### config.mk
export PLATFORM = sky130hd
export DESIGN_NAME = fetch_decode_top
export DESIGN_NICKNAME = d
export VERILOG_FILES = /design/src/fetch_pkg.sv /design/src/rv32_isa_pkg.sv /design/src/inst_store.sv /design/src/fetch_unit.sv /design/src/decode_unit.sv /design/src/fetch_decode_top.sv
export SDC_FILE = /design/constraint.sdc
export NUM_CORES = 2
export LEC_CHECK = 0
export ABC_AREA = 1
export BUFFER_PORTS_ARGS = -buffer_cell sky130_fd_sc_hd__buf_4
export CAP_MARGIN = 20
export CORE_MARGIN = 1
export CORE_UTILIZATION = 31
export DETAILED_ROUTE_END_ITERATION = 6
export PLACE_DENSITY_LB_ADDON = 0.1
export SETUP_SLACK_MARGIN = 0.5
export SYNTH_ARGS = -nofsm -noshare
export SYNTH_HDL_FRONTEND = slang
export SYNTH_SLANG_ARGS = --single-unit
export TNS_END_PERCENT = 20
### constraint.sdc
create_clock -name clk -period 7.25 [get_ports clk]
set_input_delay 0.3625 -clock clk [delete_from_list [all_inputs] [get_ports clk]]
set_output_delay 0.3625 -clock clk [all_outputs]
set_load 0.02 [all_outputs]
### src/fetch_pkg.sv
/*
 * Sizes shared by the fetch front end: address and instruction widths,
 * instruction store depth and the address fetched first after reset.
 */

package fetch_pkg;

  // --------------------
  // Datapath widths
  // --------------------

  // Program counter and branch target
  localparam int ADDR_BITS = 32;

  // One RV32 instruction word, no compressed forms
  localparam int INST_BITS = 32;

  // --------------------
  // Instruction store
  // --------------------

  // Word count, kept a power of two
  localparam int STORE_WORDS    = 64;
  localparam int STORE_IDX_BITS = 6;

  // --------------------
  // Reset
  // --------------------

  // First fetch address once rst drops
  localparam logic [ADDR_BITS-1:0] RESET_PC = 32'h0000_0000;

endpackage

### src/rv32_isa_pkg.sv
/*
 * RV32 encoding details for decode: the major opcode class enum, the
 * 7-bit opcode field values, field positions and immediate builders.
 */

package rv32_isa_pkg;

  // --------------------
  // Opcode classes
  // --------------------

  typedef enum logic [3:0] {
    OP_LUI     = 4'd0,
    OP_AUIPC   = 4'd1,
    OP_JAL     = 4'd2,
    OP_JALR    = 4'd3,
    OP_BRANCH  = 4'd4,
    OP_LOAD    = 4'd5,
    OP_STORE   = 4'd6,
    OP_IMM     = 4'd7,
    OP_REG     = 4'd8,
    OP_SYSTEM  = 4'd9,
    OP_ILLEGAL = 4'd15
  } opcode_e;

  // Major opcode field values, inst[6:0]
  localparam logic [6:0] OPC_LUI    = 7'b0110111;
  localparam logic [6:0] OPC_AUIPC  = 7'b0010111;
  localparam logic [6:0] OPC_JAL    = 7'b1101111;
  localparam logic [6:0] OPC_JALR   = 7'b1100111;
  localparam logic [6:0] OPC_BRANCH = 7'b1100011;
  localparam logic [6:0] OPC_LOAD   = 7'b0000011;
  localparam logic [6:0] OPC_STORE  = 7'b0100011;
  localparam logic [6:0] OPC_IMM    = 7'b0010011;
  localparam logic [6:0] OPC_REG    = 7'b0110011;
  localparam logic [6:0] OPC_SYSTEM = 7'b1110011;

  // --------------------
  // Field positions
  // --------------------

  localparam int OPCODE_MSB = 6;
  localparam int RD_LSB     = 7;
  localparam int RD_MSB     = 11;

  // --------------------
  // Immediate formats
  // --------------------

  // Loads, ALU immediates, JALR, SYSTEM
  function automatic logic [31:0] imm_i(input logic [31:0] inst);
    return {{20{inst[31]}}, inst[31:20]};
  endfunction

  // Stores, split across two fields
  function automatic logic [31:0] imm_s(input logic [31:0] inst);
    return {{20{inst[31]}}, inst[31:25], inst[11:7]};
  endfunction

  // Branches, halfword offset
  function automatic logic [31:0] imm_b(input logic [31:0] inst);
    return {{19{inst[31]}}, inst[31], inst[7], inst[30:25], inst[11:8], 1'b0};
  endfunction

  // LUI and AUIPC, upper 20 bits
  function automatic logic [31:0] imm_u(input logic [31:0] inst);
    return {inst[31:12], 12'b0};
  endfunction

  // JAL, 21-bit halfword offset
  function automatic logic [31:0] imm_j(input logic [31:0] inst);
    return {{11{inst[31]}}, inst[31], inst[19:12], inst[20], inst[30:21], 1'b0};
  endfunction

endpackage

### src/inst_store.sv
/*
 * Word-addressed instruction store with a registered read port.
 * Loaded from outside while the front end sits in reset; each word
 * carries a valid bit so fetch can tell loaded from empty locations.
 */

`timescale 1ns/1ps

module inst_store import fetch_pkg::*; (
  input  logic                      clk,
  input  logic                      rst,
  input  logic                      store_clear,
  input  logic                      load_en,
  input  logic [STORE_IDX_BITS-1:0] load_idx,
  input  logic [INST_BITS-1:0]      load_data,
  input  logic [ADDR_BITS-1:0]      rd_addr,
  output logic [INST_BITS-1:0]      rd_data,
  output logic                      rd_hit
);

  logic [INST_BITS-1:0]      mem [STORE_WORDS];
  logic [STORE_WORDS-1:0]    word_valid;
  logic [STORE_IDX_BITS-1:0] rd_idx;
  logic                      rd_in_range;

  // Byte address to word index, upper bits must be zero
  assign rd_idx      = rd_addr[STORE_IDX_BITS+1:2];
  assign rd_in_range = (rd_addr[ADDR_BITS-1:STORE_IDX_BITS+2] == '0);

  // --------------------
  // Load side
  // --------------------

  always_ff @(posedge clk) begin
    if (load_en) begin
      mem[load_idx] <= load_data;
    end
  end

  // Valid bits survive rst, the program is loaded during it
  always_ff @(posedge clk) begin
    if (store_clear) begin
      word_valid <= '0;
    end else if (load_en) begin
      word_valid[load_idx] <= 1'b1;
    end
  end

  // --------------------
  // Read side
  // --------------------

  always_ff @(posedge clk) begin
    rd_data <= mem[rd_idx];
  end

  // Hit only for a loaded word inside the store
  always_ff @(posedge clk) begin
    if (rst) begin
      rd_hit <= 1'b0;
    end else begin
      rd_hit <= rd_in_range && word_valid[rd_idx];
    end
  end

  // Program may change only while the front end is held
  a_load_in_reset: assert property (@(posedge clk) (load_en || store_clear) |-> rst);

  // Fetch never produces a misaligned address
  a_rd_aligned: assert property (@(posedge clk) disable iff (rst) rd_addr[1:0] == 2'b00);

endmodule

### src/fetch_unit.sv
/*
 * Fetch stage: owns the program counter, reads the instruction store and
 * presents pc/inst to decode under a val/rdy handshake. A squash from
 * decode kills the word on show and restarts fetch at branch_target.
 */

`timescale 1ns/1ps

module fetch_unit import fetch_pkg::*; (
  input  logic                 clk,
  input  logic                 rst,

  // Decode side
  input  logic                 rdy,
  input  logic                 squash,
  input  logic [ADDR_BITS-1:0] branch_target,

  // Store read port
  input  logic [INST_BITS-1:0] rd_data,
  input  logic                 rd_hit,
  output logic [ADDR_BITS-1:0] rd_addr,

  // Presentation to decode
  output logic                 val,
  output logic [ADDR_BITS-1:0] pc,
  output logic [INST_BITS-1:0] inst
);

  logic                 xfer;
  logic [ADDR_BITS-1:0] next_pc;

  // --------------------
  // Handshake
  // --------------------

  // Word on show is the store's answer for pc
  // Wrong-path word killed during squash
  assign val  = rd_hit && !squash;
  assign inst = rd_data;

  // Decode takes the word this cycle
  assign xfer = val && rdy && !squash;

  // --------------------
  // Next pc
  // --------------------

  // Redirect beats sequential advance
  // No transfer means hold, store re-reads the same word
  always_comb begin
    if (squash) begin
      next_pc = branch_target;
    end else if (xfer) begin
      next_pc = pc + ADDR_BITS'(4);
    end else begin
      next_pc = pc;
    end
  end

  // Store reads next pc now, so data lines up with pc next cycle
  assign rd_addr = next_pc;

  // --------------------
  // PC register
  // --------------------

  always_ff @(posedge clk) begin
    if (rst) begin
      pc <= RESET_PC;
    end else begin
      pc <= next_pc;
    end
  end

  // --------------------
  // Checks
  // --------------------

  // Offered word holds under back-pressure
  a_hold_stable: assert property (
    @(posedge clk) disable iff (rst)
    (val && !rdy && !squash) |=> ($stable(pc) && $stable(inst))
  );

  // Decode only ever redirects to a word boundary
  a_target_aligned: assert property (
    @(posedge clk) disable iff (rst)
    squash |-> (branch_target[1:0] == 2'b00)
  );

endmodule

### src/decode_unit.sv
/*
 * Decode stage: accepts one instruction per transfer, classifies the
 * major opcode, extracts rd and the format immediate, and emits one
 * out_val pulse per instruction. JAL is resolved here via squash.
 */

`timescale 1ns/1ps

module decode_unit import fetch_pkg::*, rv32_isa_pkg::*; (
  input  logic                 clk,
  input  logic                 rst,
  input  logic                 stall,

  // From fetch
  input  logic                 val,
  input  logic [ADDR_BITS-1:0] pc,
  input  logic [INST_BITS-1:0] inst,
  output logic                 rdy,

  // Redirect back to fetch
  output logic                 squash,
  output logic [ADDR_BITS-1:0] branch_target,

  // Decoded stream, no back-pressure
  output logic                 out_val,
  output logic [ADDR_BITS-1:0] out_pc,
  output opcode_e              out_op,
  output logic [4:0]           out_rd,
  output logic [31:0]          out_imm
);

  logic        xfer;
  opcode_e     dec_op;
  logic [4:0]  dec_rd;
  logic [31:0] dec_imm;

  // --------------------
  // Handshake
  // --------------------

  // Refuse the wrong-path word while squash is up
  assign rdy  = !stall && !squash;
  assign xfer = val && rdy;

  // --------------------
  // Opcode and fields
  // --------------------

  always_comb begin
    dec_rd = inst[RD_MSB:RD_LSB];
    case (inst[OPCODE_MSB:0])
      OPC_LUI: begin
        dec_op  = OP_LUI;
        dec_imm = imm_u(inst);
      end
      OPC_AUIPC: begin
        dec_op  = OP_AUIPC;
        dec_imm = imm_u(inst);
      end
      OPC_JAL: begin
        dec_op  = OP_JAL;
        dec_imm = imm_j(inst);
      end
      OPC_JALR: begin
        dec_op  = OP_JALR;
        dec_imm = imm_i(inst);
      end
      // Branch and store write no register
      OPC_BRANCH: begin
        dec_op  = OP_BRANCH;
        dec_rd  = 5'd0;
        dec_imm = imm_b(inst);
      end
      OPC_STORE: begin
        dec_op  = OP_STORE;
        dec_rd  = 5'd0;
        dec_imm = imm_s(inst);
      end
      OPC_LOAD: begin
        dec_op  = OP_LOAD;
        dec_imm = imm_i(inst);
      end
      OPC_IMM: begin
        dec_op  = OP_IMM;
        dec_imm = imm_i(inst);
      end
      // R-type has no immediate
      OPC_REG: begin
        dec_op  = OP_REG;
        dec_imm = 32'd0;
      end
      OPC_SYSTEM: begin
        dec_op  = OP_SYSTEM;
        dec_imm = imm_i(inst);
      end
      // Unknown word, no register and no immediate
      default: begin
        dec_op  = OP_ILLEGAL;
        dec_rd  = 5'd0;
        dec_imm = 32'd0;
      end
    endcase
  end

  // --------------------
  // Output registers
  // --------------------

  // One pulse per accepted word, squash along with a JAL
  always_ff @(posedge clk) begin
    if (rst) begin
      out_val <= 1'b0;
      squash  <= 1'b0;
    end else begin
      out_val <= xfer;
      squash  <= xfer && (dec_op == OP_JAL);
    end
  end

  // Payload, only meaningful under out_val / squash
  always_ff @(posedge clk) begin
    if (xfer) begin
      out_pc        <= pc;
      out_op        <= dec_op;
      out_rd        <= dec_rd;
      out_imm       <= dec_imm;
      branch_target <= pc + dec_imm;
    end
  end

  // Redirect is a single pulse per JAL
  a_squash_pulse: assert property (@(posedge clk) disable iff (rst) squash |=> !squash);

endmodule

### src/fetch_decode_top.sv
/*
 * Fetch/decode front end: instruction store, fetch and decode wired
 * together. Load the store under rst, then read the decoded stream.
 */

`timescale 1ns/1ps

module fetch_decode_top import fetch_pkg::*, rv32_isa_pkg::*; (
  input  logic                      clk,
  input  logic                      rst,
  input  logic                      stall,
  input  logic                      store_clear,
  input  logic                      load_en,
  input  logic [STORE_IDX_BITS-1:0] load_idx,
  input  logic [INST_BITS-1:0]      load_data,
  output logic                      out_val,
  output logic [ADDR_BITS-1:0]      out_pc,
  output opcode_e                   out_op,
  output logic [4:0]                out_rd,
  output logic [31:0]               out_imm
);

  // Store read port
  logic [ADDR_BITS-1:0] rd_addr;
  logic [INST_BITS-1:0] rd_data;
  logic                 rd_hit;

  // Fetch to decode
  logic                 val;
  logic                 rdy;
  logic [ADDR_BITS-1:0] pc;
  logic [INST_BITS-1:0] inst;

  // Redirect
  logic                 squash;
  logic [ADDR_BITS-1:0] branch_target;

  inst_store i_inst_store (
    .clk         (clk),
    .rst         (rst),
    .store_clear (store_clear),
    .load_en     (load_en),
    .load_idx    (load_idx),
    .load_data   (load_data),
    .rd_addr     (rd_addr),
    .rd_data     (rd_data),
    .rd_hit      (rd_hit)
  );

  fetch_unit i_fetch_unit (
    .clk           (clk),
    .rst           (rst),
    .rdy           (rdy),
    .squash        (squash),
    .branch_target (branch_target),
    .rd_data       (rd_data),
    .rd_hit        (rd_hit),
    .rd_addr       (rd_addr),
    .val           (val),
    .pc            (pc),
    .inst          (inst)
  );

  decode_unit i_decode_unit (
    .clk           (clk),
    .rst           (rst),
    .stall         (stall),
    .val           (val),
    .pc            (pc),
    .inst          (inst),
    .rdy           (rdy),
    .squash        (squash),
    .branch_target (branch_target),
    .out_val       (out_val),
    .out_pc        (out_pc),
    .out_op        (out_op),
    .out_rd        (out_rd),
    .out_imm       (out_imm)
  );

endmodule

### Yosys cells after proc, flatten, opt, wreduce, memory -nomap -nowiden

Memories as Yosys holds them, arrays and structs flattened. A register that Yosys moved wholly into a read port is not among the register bits.
Index checks and enable logic that the tools add are counted.

| operators by class | value |
|---|---|
| add/sub/neg operators | 2 |
| magnitude comparators | 3 |
| equal/unequal tests | 11 |
| mux-type cells | 10 |
| bitwise gates (word level) | 1 |
| reductions and logical operators | 14 |

Operators with widths:

| operator | number |
|---|---|
| 32-bit case mux with 5 select lines | 1 |
| 32-bit 2-to-1 mux | 2 |
| 64-bit bitwise OR | 1 |
| 4-bit case mux with 10 select lines | 1 |
| 32-bit by 3-bit adder with 32-bit output (second input constant) | 1 |
| 32-bit adder | 1 |
| 7-bit == test (second input constant) | 4 |
| 24-bit zero test | 1 |
| 7-bit by 6-bit == test with 1-bit output (second input constant) | 3 |
| 7-bit by 5-bit == test with 1-bit output (second input constant) | 2 |
| 6-bit by 7-bit less-than comparator with 1-bit output (second input constant) | 2 |
| 8-bit OR reduction | 1 |
| 7-bit by 2-bit == test with 1-bit output (second input constant) | 1 |
| 1-bit logical AND | 7 |
| 1-bit binary-select mux with 6-bit select | 1 |
| 1-bit demux with 6-bit select | 1 |
| 6-bit by 1-bit >= comparator with 1-bit output (second input constant) | 1 |
| 4-bit by 2-bit == test with 1-bit output (second input constant) | 1 |
| 1-bit 2-to-1 mux | 4 |
| 4-bit OR reduction | 1 |
| 1-bit zero test | 2 |
| 2-bit nonzero test | 1 |
| 2-bit OR reduction | 1 |

| word-level totals | value |
|---|---|
| bits in registers | 204 |
| RAM bits | 2048 |
| input bits | 43 |
| memories kept | 1 |

Memories:

| name | depth | width | read ports | clocked after Yosys merged registers in | write ports | line | source |
|---|---|---|---|---|---|---|---|
| i_inst_store.mem | 64 | 32 | 1 | 1 | 1 | inst_store.sv:21 | `logic [INST_BITS-1:0] mem [STORE_WORDS];` |

### Logic depth before layout (Yosys ltp)

| depth | value |
|---|---|
| depth after elaboration | 9 |
| mapped depth | 21 |
| depth with buffers taken out | 21 |

### Modules after synthesis

A second synthesis with hierarchy kept.

| second synthesis, totals | value |
|---|---|
| cell total of the unflattened synthesis | 8168 |
| area, all modules | 94145.3 µm² |

Modules (own cells, without submodules):

| module | times used | cells each | area each (µm²) | sequential area each (µm²) |
|---|---|---|---|---|
| inst_store | 1 | 7097 | 85553.3 | 63440.8 |
| decode_unit | 1 | 698 | 6134.6 | 3193.1 |
| fetch_unit | 1 | 373 | 2457.4 | 640.6 |

### Least setup slack after synthesis

OpenSTA, ideal clock, no wires.

| timing path | value |
|---|---|
| path kind | input -> register |
| start | in stall |
| end | reg i_inst_store.rd_hit |
| setup time | 0.064 ns |
| data arrival time | 4.722 ns |
| required time | 7.186 ns |
| slack | 2.464 ns |
| stages | 13 |
| cells stage by stage | inv_1 > nand2_1 > nor2_2 > nand3_1 > nor2_1 > nand3_1 > nand3_1 > o21ai_0 > nor2_1 > nand4_1 > nor2_1 > nand3_1 > nor2_1 |

| on the way | value |
|---|---|
| cells in the longest elaborated chain, start to end | 9 |
| elaborated cells on any way between the ends | 10 |

RTL lines:

| what | line | source |
|---|---|---|
| from (decl) | fetch_decode_top.sv:11 | `input logic stall,` |
| 1-bit zero test (*) | decode_unit.sv:42 | `assign rdy = !stall && !squash;` |
| 1-bit logical AND (*) | decode_unit.sv:42 |  |
| 1-bit logical AND (*) | n/a |  |
| via i_decode_unit.xfer | decode_unit.sv:32 | `logic xfer;` |
| 1-bit logical AND (*) | fetch_unit.sv:42 | `assign xfer = val && rdy && !squash;` |
| 32-bit 2-to-1 mux (*) | fetch_unit.sv:53 | `end else if (xfer) begin` |
| 32-bit 2-to-1 mux (*) | fetch_unit.sv:51 | `if (squash) begin` |
| 1-bit binary-select mux with 6-bit select | inst_store.sv:62 | `rd_hit <= rd_in_range && word_valid[rd_idx];` |
| 1-bit 2-to-1 mux (not written as such) | inst_store.sv:62 |  |
| 1-bit logical AND (*) | inst_store.sv:62 |  |
| to (signal assigned) | inst_store.sv:62 |  |
| to (decl) | inst_store.sv:18 | `output logic rd_hit` |

The timed path passes the listed nets; every way through them passes the cells marked *. The select of a mux whose other input is x is not followed.
A chain may end at the register's enable or synchronous reset.

### Worst setup path in the final report

| timing path | value |
|---|---|
| start | reg i_fetch_unit.pc[3] |
| end | reg i_inst_store.rd_data[23], read port of i_inst_store.mem |

| on the way | value |
|---|---|
| cells in the longest elaborated chain, start to end | 3 |

RTL lines:

| what | line | source |
|---|---|---|
| from (decl) | fetch_unit.sv:25 | `output logic [ADDR_BITS-1:0] pc,` |
| from (signal assigned) | fetch_unit.sv:71 | `pc <= next_pc;` |
| 32-bit by 3-bit adder with 32-bit output | fetch_unit.sv:54 | `next_pc = pc + ADDR_BITS'(4);` |
| 32-bit 2-to-1 mux (*) | fetch_unit.sv:53 |  |
| 32-bit 2-to-1 mux (*) | fetch_unit.sv:51 |  |
| to (decl) | inst_store.sv:17 | `output logic [INST_BITS-1:0] rd_data,` |

Every way passes the cells marked *; elsewhere a longest branch is shown, timed or not. The select of a mux whose other input is x is not followed.

==> out/metrics.yaml <==
drtAntennaViolNets: 0
clk_latency_ns: 0.86
synth_area_leader_cell: "edfxtp_1"
met3_usage: 0.0255
final.min_clock_period_ns: 4.90
post-cts-setup-buffer-count: 0
yosysTopAreaCellShare: 0.695
instances_no_fill: 12300
clock-sinks: 2284
start_kind: "register"
status: "finished with violations"
cp.arrival_ns: 5.60
synth_seq_cells: 2284
place_hpwl_um: 173000
avgSynthCellArea_um2: 11.6
grt_pass1_vias: 59900
drive_gt1_frac: 0.0842
setup_tns_ns: 0
finalCritPeriodShare: 0.676
final_core_util: 0.359
synthFlopType: "edfxtp_1"
viasPerCell: 5.09
dieArea_um2: 302000
fin_skew_ns: 0.0516
routed_wl_um: 331000
die_w_um: 550
htree_levels: 5
yosysSeqAreaShare: 0.723
path_max_fanout: 101
use_met1: 0.313
grt_first_pass_wirelength_um: 467000
ys_top_cells_by_area: "edfxtp_1 69%, nand2_1 10%, nand3_1 9.4%"
row_count: 200
grt_max_degree: 162
overflow: 0
gp_congestion: 0.848
dp_cells: 11800
start_util: 0.313
fmax_ghz: 0.204
layout.nets: 8167
tightest_slew_ns: 1.10
regArea_um2: 67300
finalHoldViolations: 0
drt_iter0_markers: 5842
final_common_cell: "nand2_1"
mostFrequentLayoutCells: "2503 x nand2_1, 2153 x edfxtp_1, 1755 x nand3_1"
syn-instance-count: 8033
vias: 62400
multi_input_area_um2: 23400
cts_buffers: 269
drt_first_pass_iters: 7
rsz0062_at_grt: "no"
synth_enable_flop_cells: 2153
worst_setup_path_end_kind: "register"
met2_usage: 0.344
power_leakage_nw: 37.6
startpoint: "i_fetch_unit.pc[3]$_SDFF_PP0_"
hold_start: "store_clear"
die_h_um: 550
cts_tree: "built"
violations: "design-rule violations"
slew_violations: 0
grt_use_total: 0.216
worstHoldPathType: "input pin to register"
core_area_um2: 298000
drc: 8
finalSetupViolations: 0
cts-root-buf: "clkbuf_16"
syn2layout_area_growth_pct: 14.9
clkSlewWorstSetupHoldPaths_ns: 0.06
maxSlewHeadroom: 0.267
port_buffers: 116
syn_area_um2: 93100
power.density_nw_per_um2: 263
ioPinCount: 117
antenna_found_initial: 24
syn_nets: 8109
ys_async_sr_fraction: 0
synth_warnings: 0
r2r_start: "i_fetch_unit.pc[3]$_SDFF_PP0_"
required_ns: 7.95
path_class: "register to register"
max-cap-violations: 0
fillers: 29100
busiest_layer: "met2"
ys_types: 46
wl_per_cell_um: 27.0
vdd_drop_max_v: 0.000181
clk_path_buf_depth: 4
==> where the power goes <==
group	total [W]	leakage [nW]	internal (W)	switching (W)
clock	0.0130	4.04	0.00753	0.00544
combinational	0.000659	13.0	0.000109	0.000551
sequential	0.0145	20.5	0.0145	0.0000233
total	0.0282	37.6	0.0221	0.00601
==> final cells by class <==
type	count	area share
Multi-Input combinational cell	5093	0.219
Inverter	181	0.00660
Tap cell	3939	0.0461
Clock buffer	376	0.0703
Timing Repair Buffer	262	0.0222
Antenna cell	14	0.000327
Sequential cell	2284	0.629
Clock inverter	104	0.00715
==> registers in the layout (all words and copies together), names as in the netlist <==
signal	flops
i_decode_unit.out_op	4
i_decode_unit.out_rd	5
i_inst_store.rd_hit	1
i_fetch_unit.pc	32
i_decode_unit.out_pc	32
i_inst_store.word_valid	64
i_inst_store.rd_data	32
i_decode_unit.squash	1
i_inst_store.mem	2048
i_decode_unit.out_val	1
i_decode_unit.out_imm	32
i_decode_unit.branch_target	32
==> what timing repair did <==
action / 4_1_cts / 5_1_grt
endpoints found under the setup margin: 0 / 0
gates resized for setup: 0 / 0
endpoints found under the hold margin: 46 / 0
hold buffers: 4 / 0
==> cells by family after synthesis <==
group | Yosys count | share of synthesized area
buffers and inverters | 656 | 0.0320
muxes | 1 | 0.000108
and+or+nand+nor | 4702 | 0.216
DFF | 2284 | 0.723
adders and majority gates | 33 | 0.00452
AOI/OAI and AO/OA | 320 | 0.0207
xor gates and xnor gates | 37 | 0.00348
==> metal layers <==
metal  vias up  wire length (um)
li1      28400                 -
met1     31700            154000
met2      1912            152000
met3       370             18200
met4         0              6510
met5         -                 0
==> stage by stage <==
step	power (W)	area, um^2	setup slack, ns	hold slack (ns)
after global routing	0.0290	107000	2.19	0.101
final	0.0282	107000	2.35	0.0969
after floorplan	0.0150	93100	2.46	0.431
after global placement	0.0155	98600	2.29	0.450
after detailed placement	0.0155	98600	2.32	0.459
after CTS	0.0285	107000	2.30	0.0549
==> path summary, 6_finish.rpt <==
kind,end,slack [ns],cells past startpoint
min,i_inst_store.word_valid[57]$_SDFFE_PP0P_,0.1,2
max,i_inst_store.rd_data[23]$_DFF_P_,2.35,14
min reg2reg,i_inst_store.word_valid[57]$_SDFFE_PP0P_,0.47,2
max reg2reg,i_inst_store.rd_data[23]$_DFF_P_,2.35,14
==> synth_stat cells (4+ instances only) <==
cell type,n
nand2_1,2504
edfxtp_1,2153
nand3_1,1755
nor2_1,318
buf_2,210
inv_1,177
clkbuf_1,161
o21ai_0,133
dfxtp_1,131
o211ai_1,68
or2_0,62
buf_1,49
a21oi_1,44
o21bai_1,42
buf_4,34
ha_1,32
nor3_1,28
xor2_1,24
buf_6,15
xnor2_1,13
nand4_1,12
or2_2,10
o21ai_1,9
clkbuf_2,6
a31oi_1,5
o22ai_1,5
a21o_1,4
==> critical path, stage by stage (launching register included) <==
cell and delay (ns):
dfxtp_1 0.56, ha_1 0.31, inv_1 0.05, nand2_1 0.04
nand3_1 0.11, nand2_4 0.32, inv_8 0.86, buf_4 0.81
nand3_1 0.16, nand3_1 0.14, nand2_1 0.10, nand2_1 0.07
nand3_1 0.21, nand3_1 0.64, nand2_1 0.14
No activity file was read; power rests on OpenSTA's default activity.
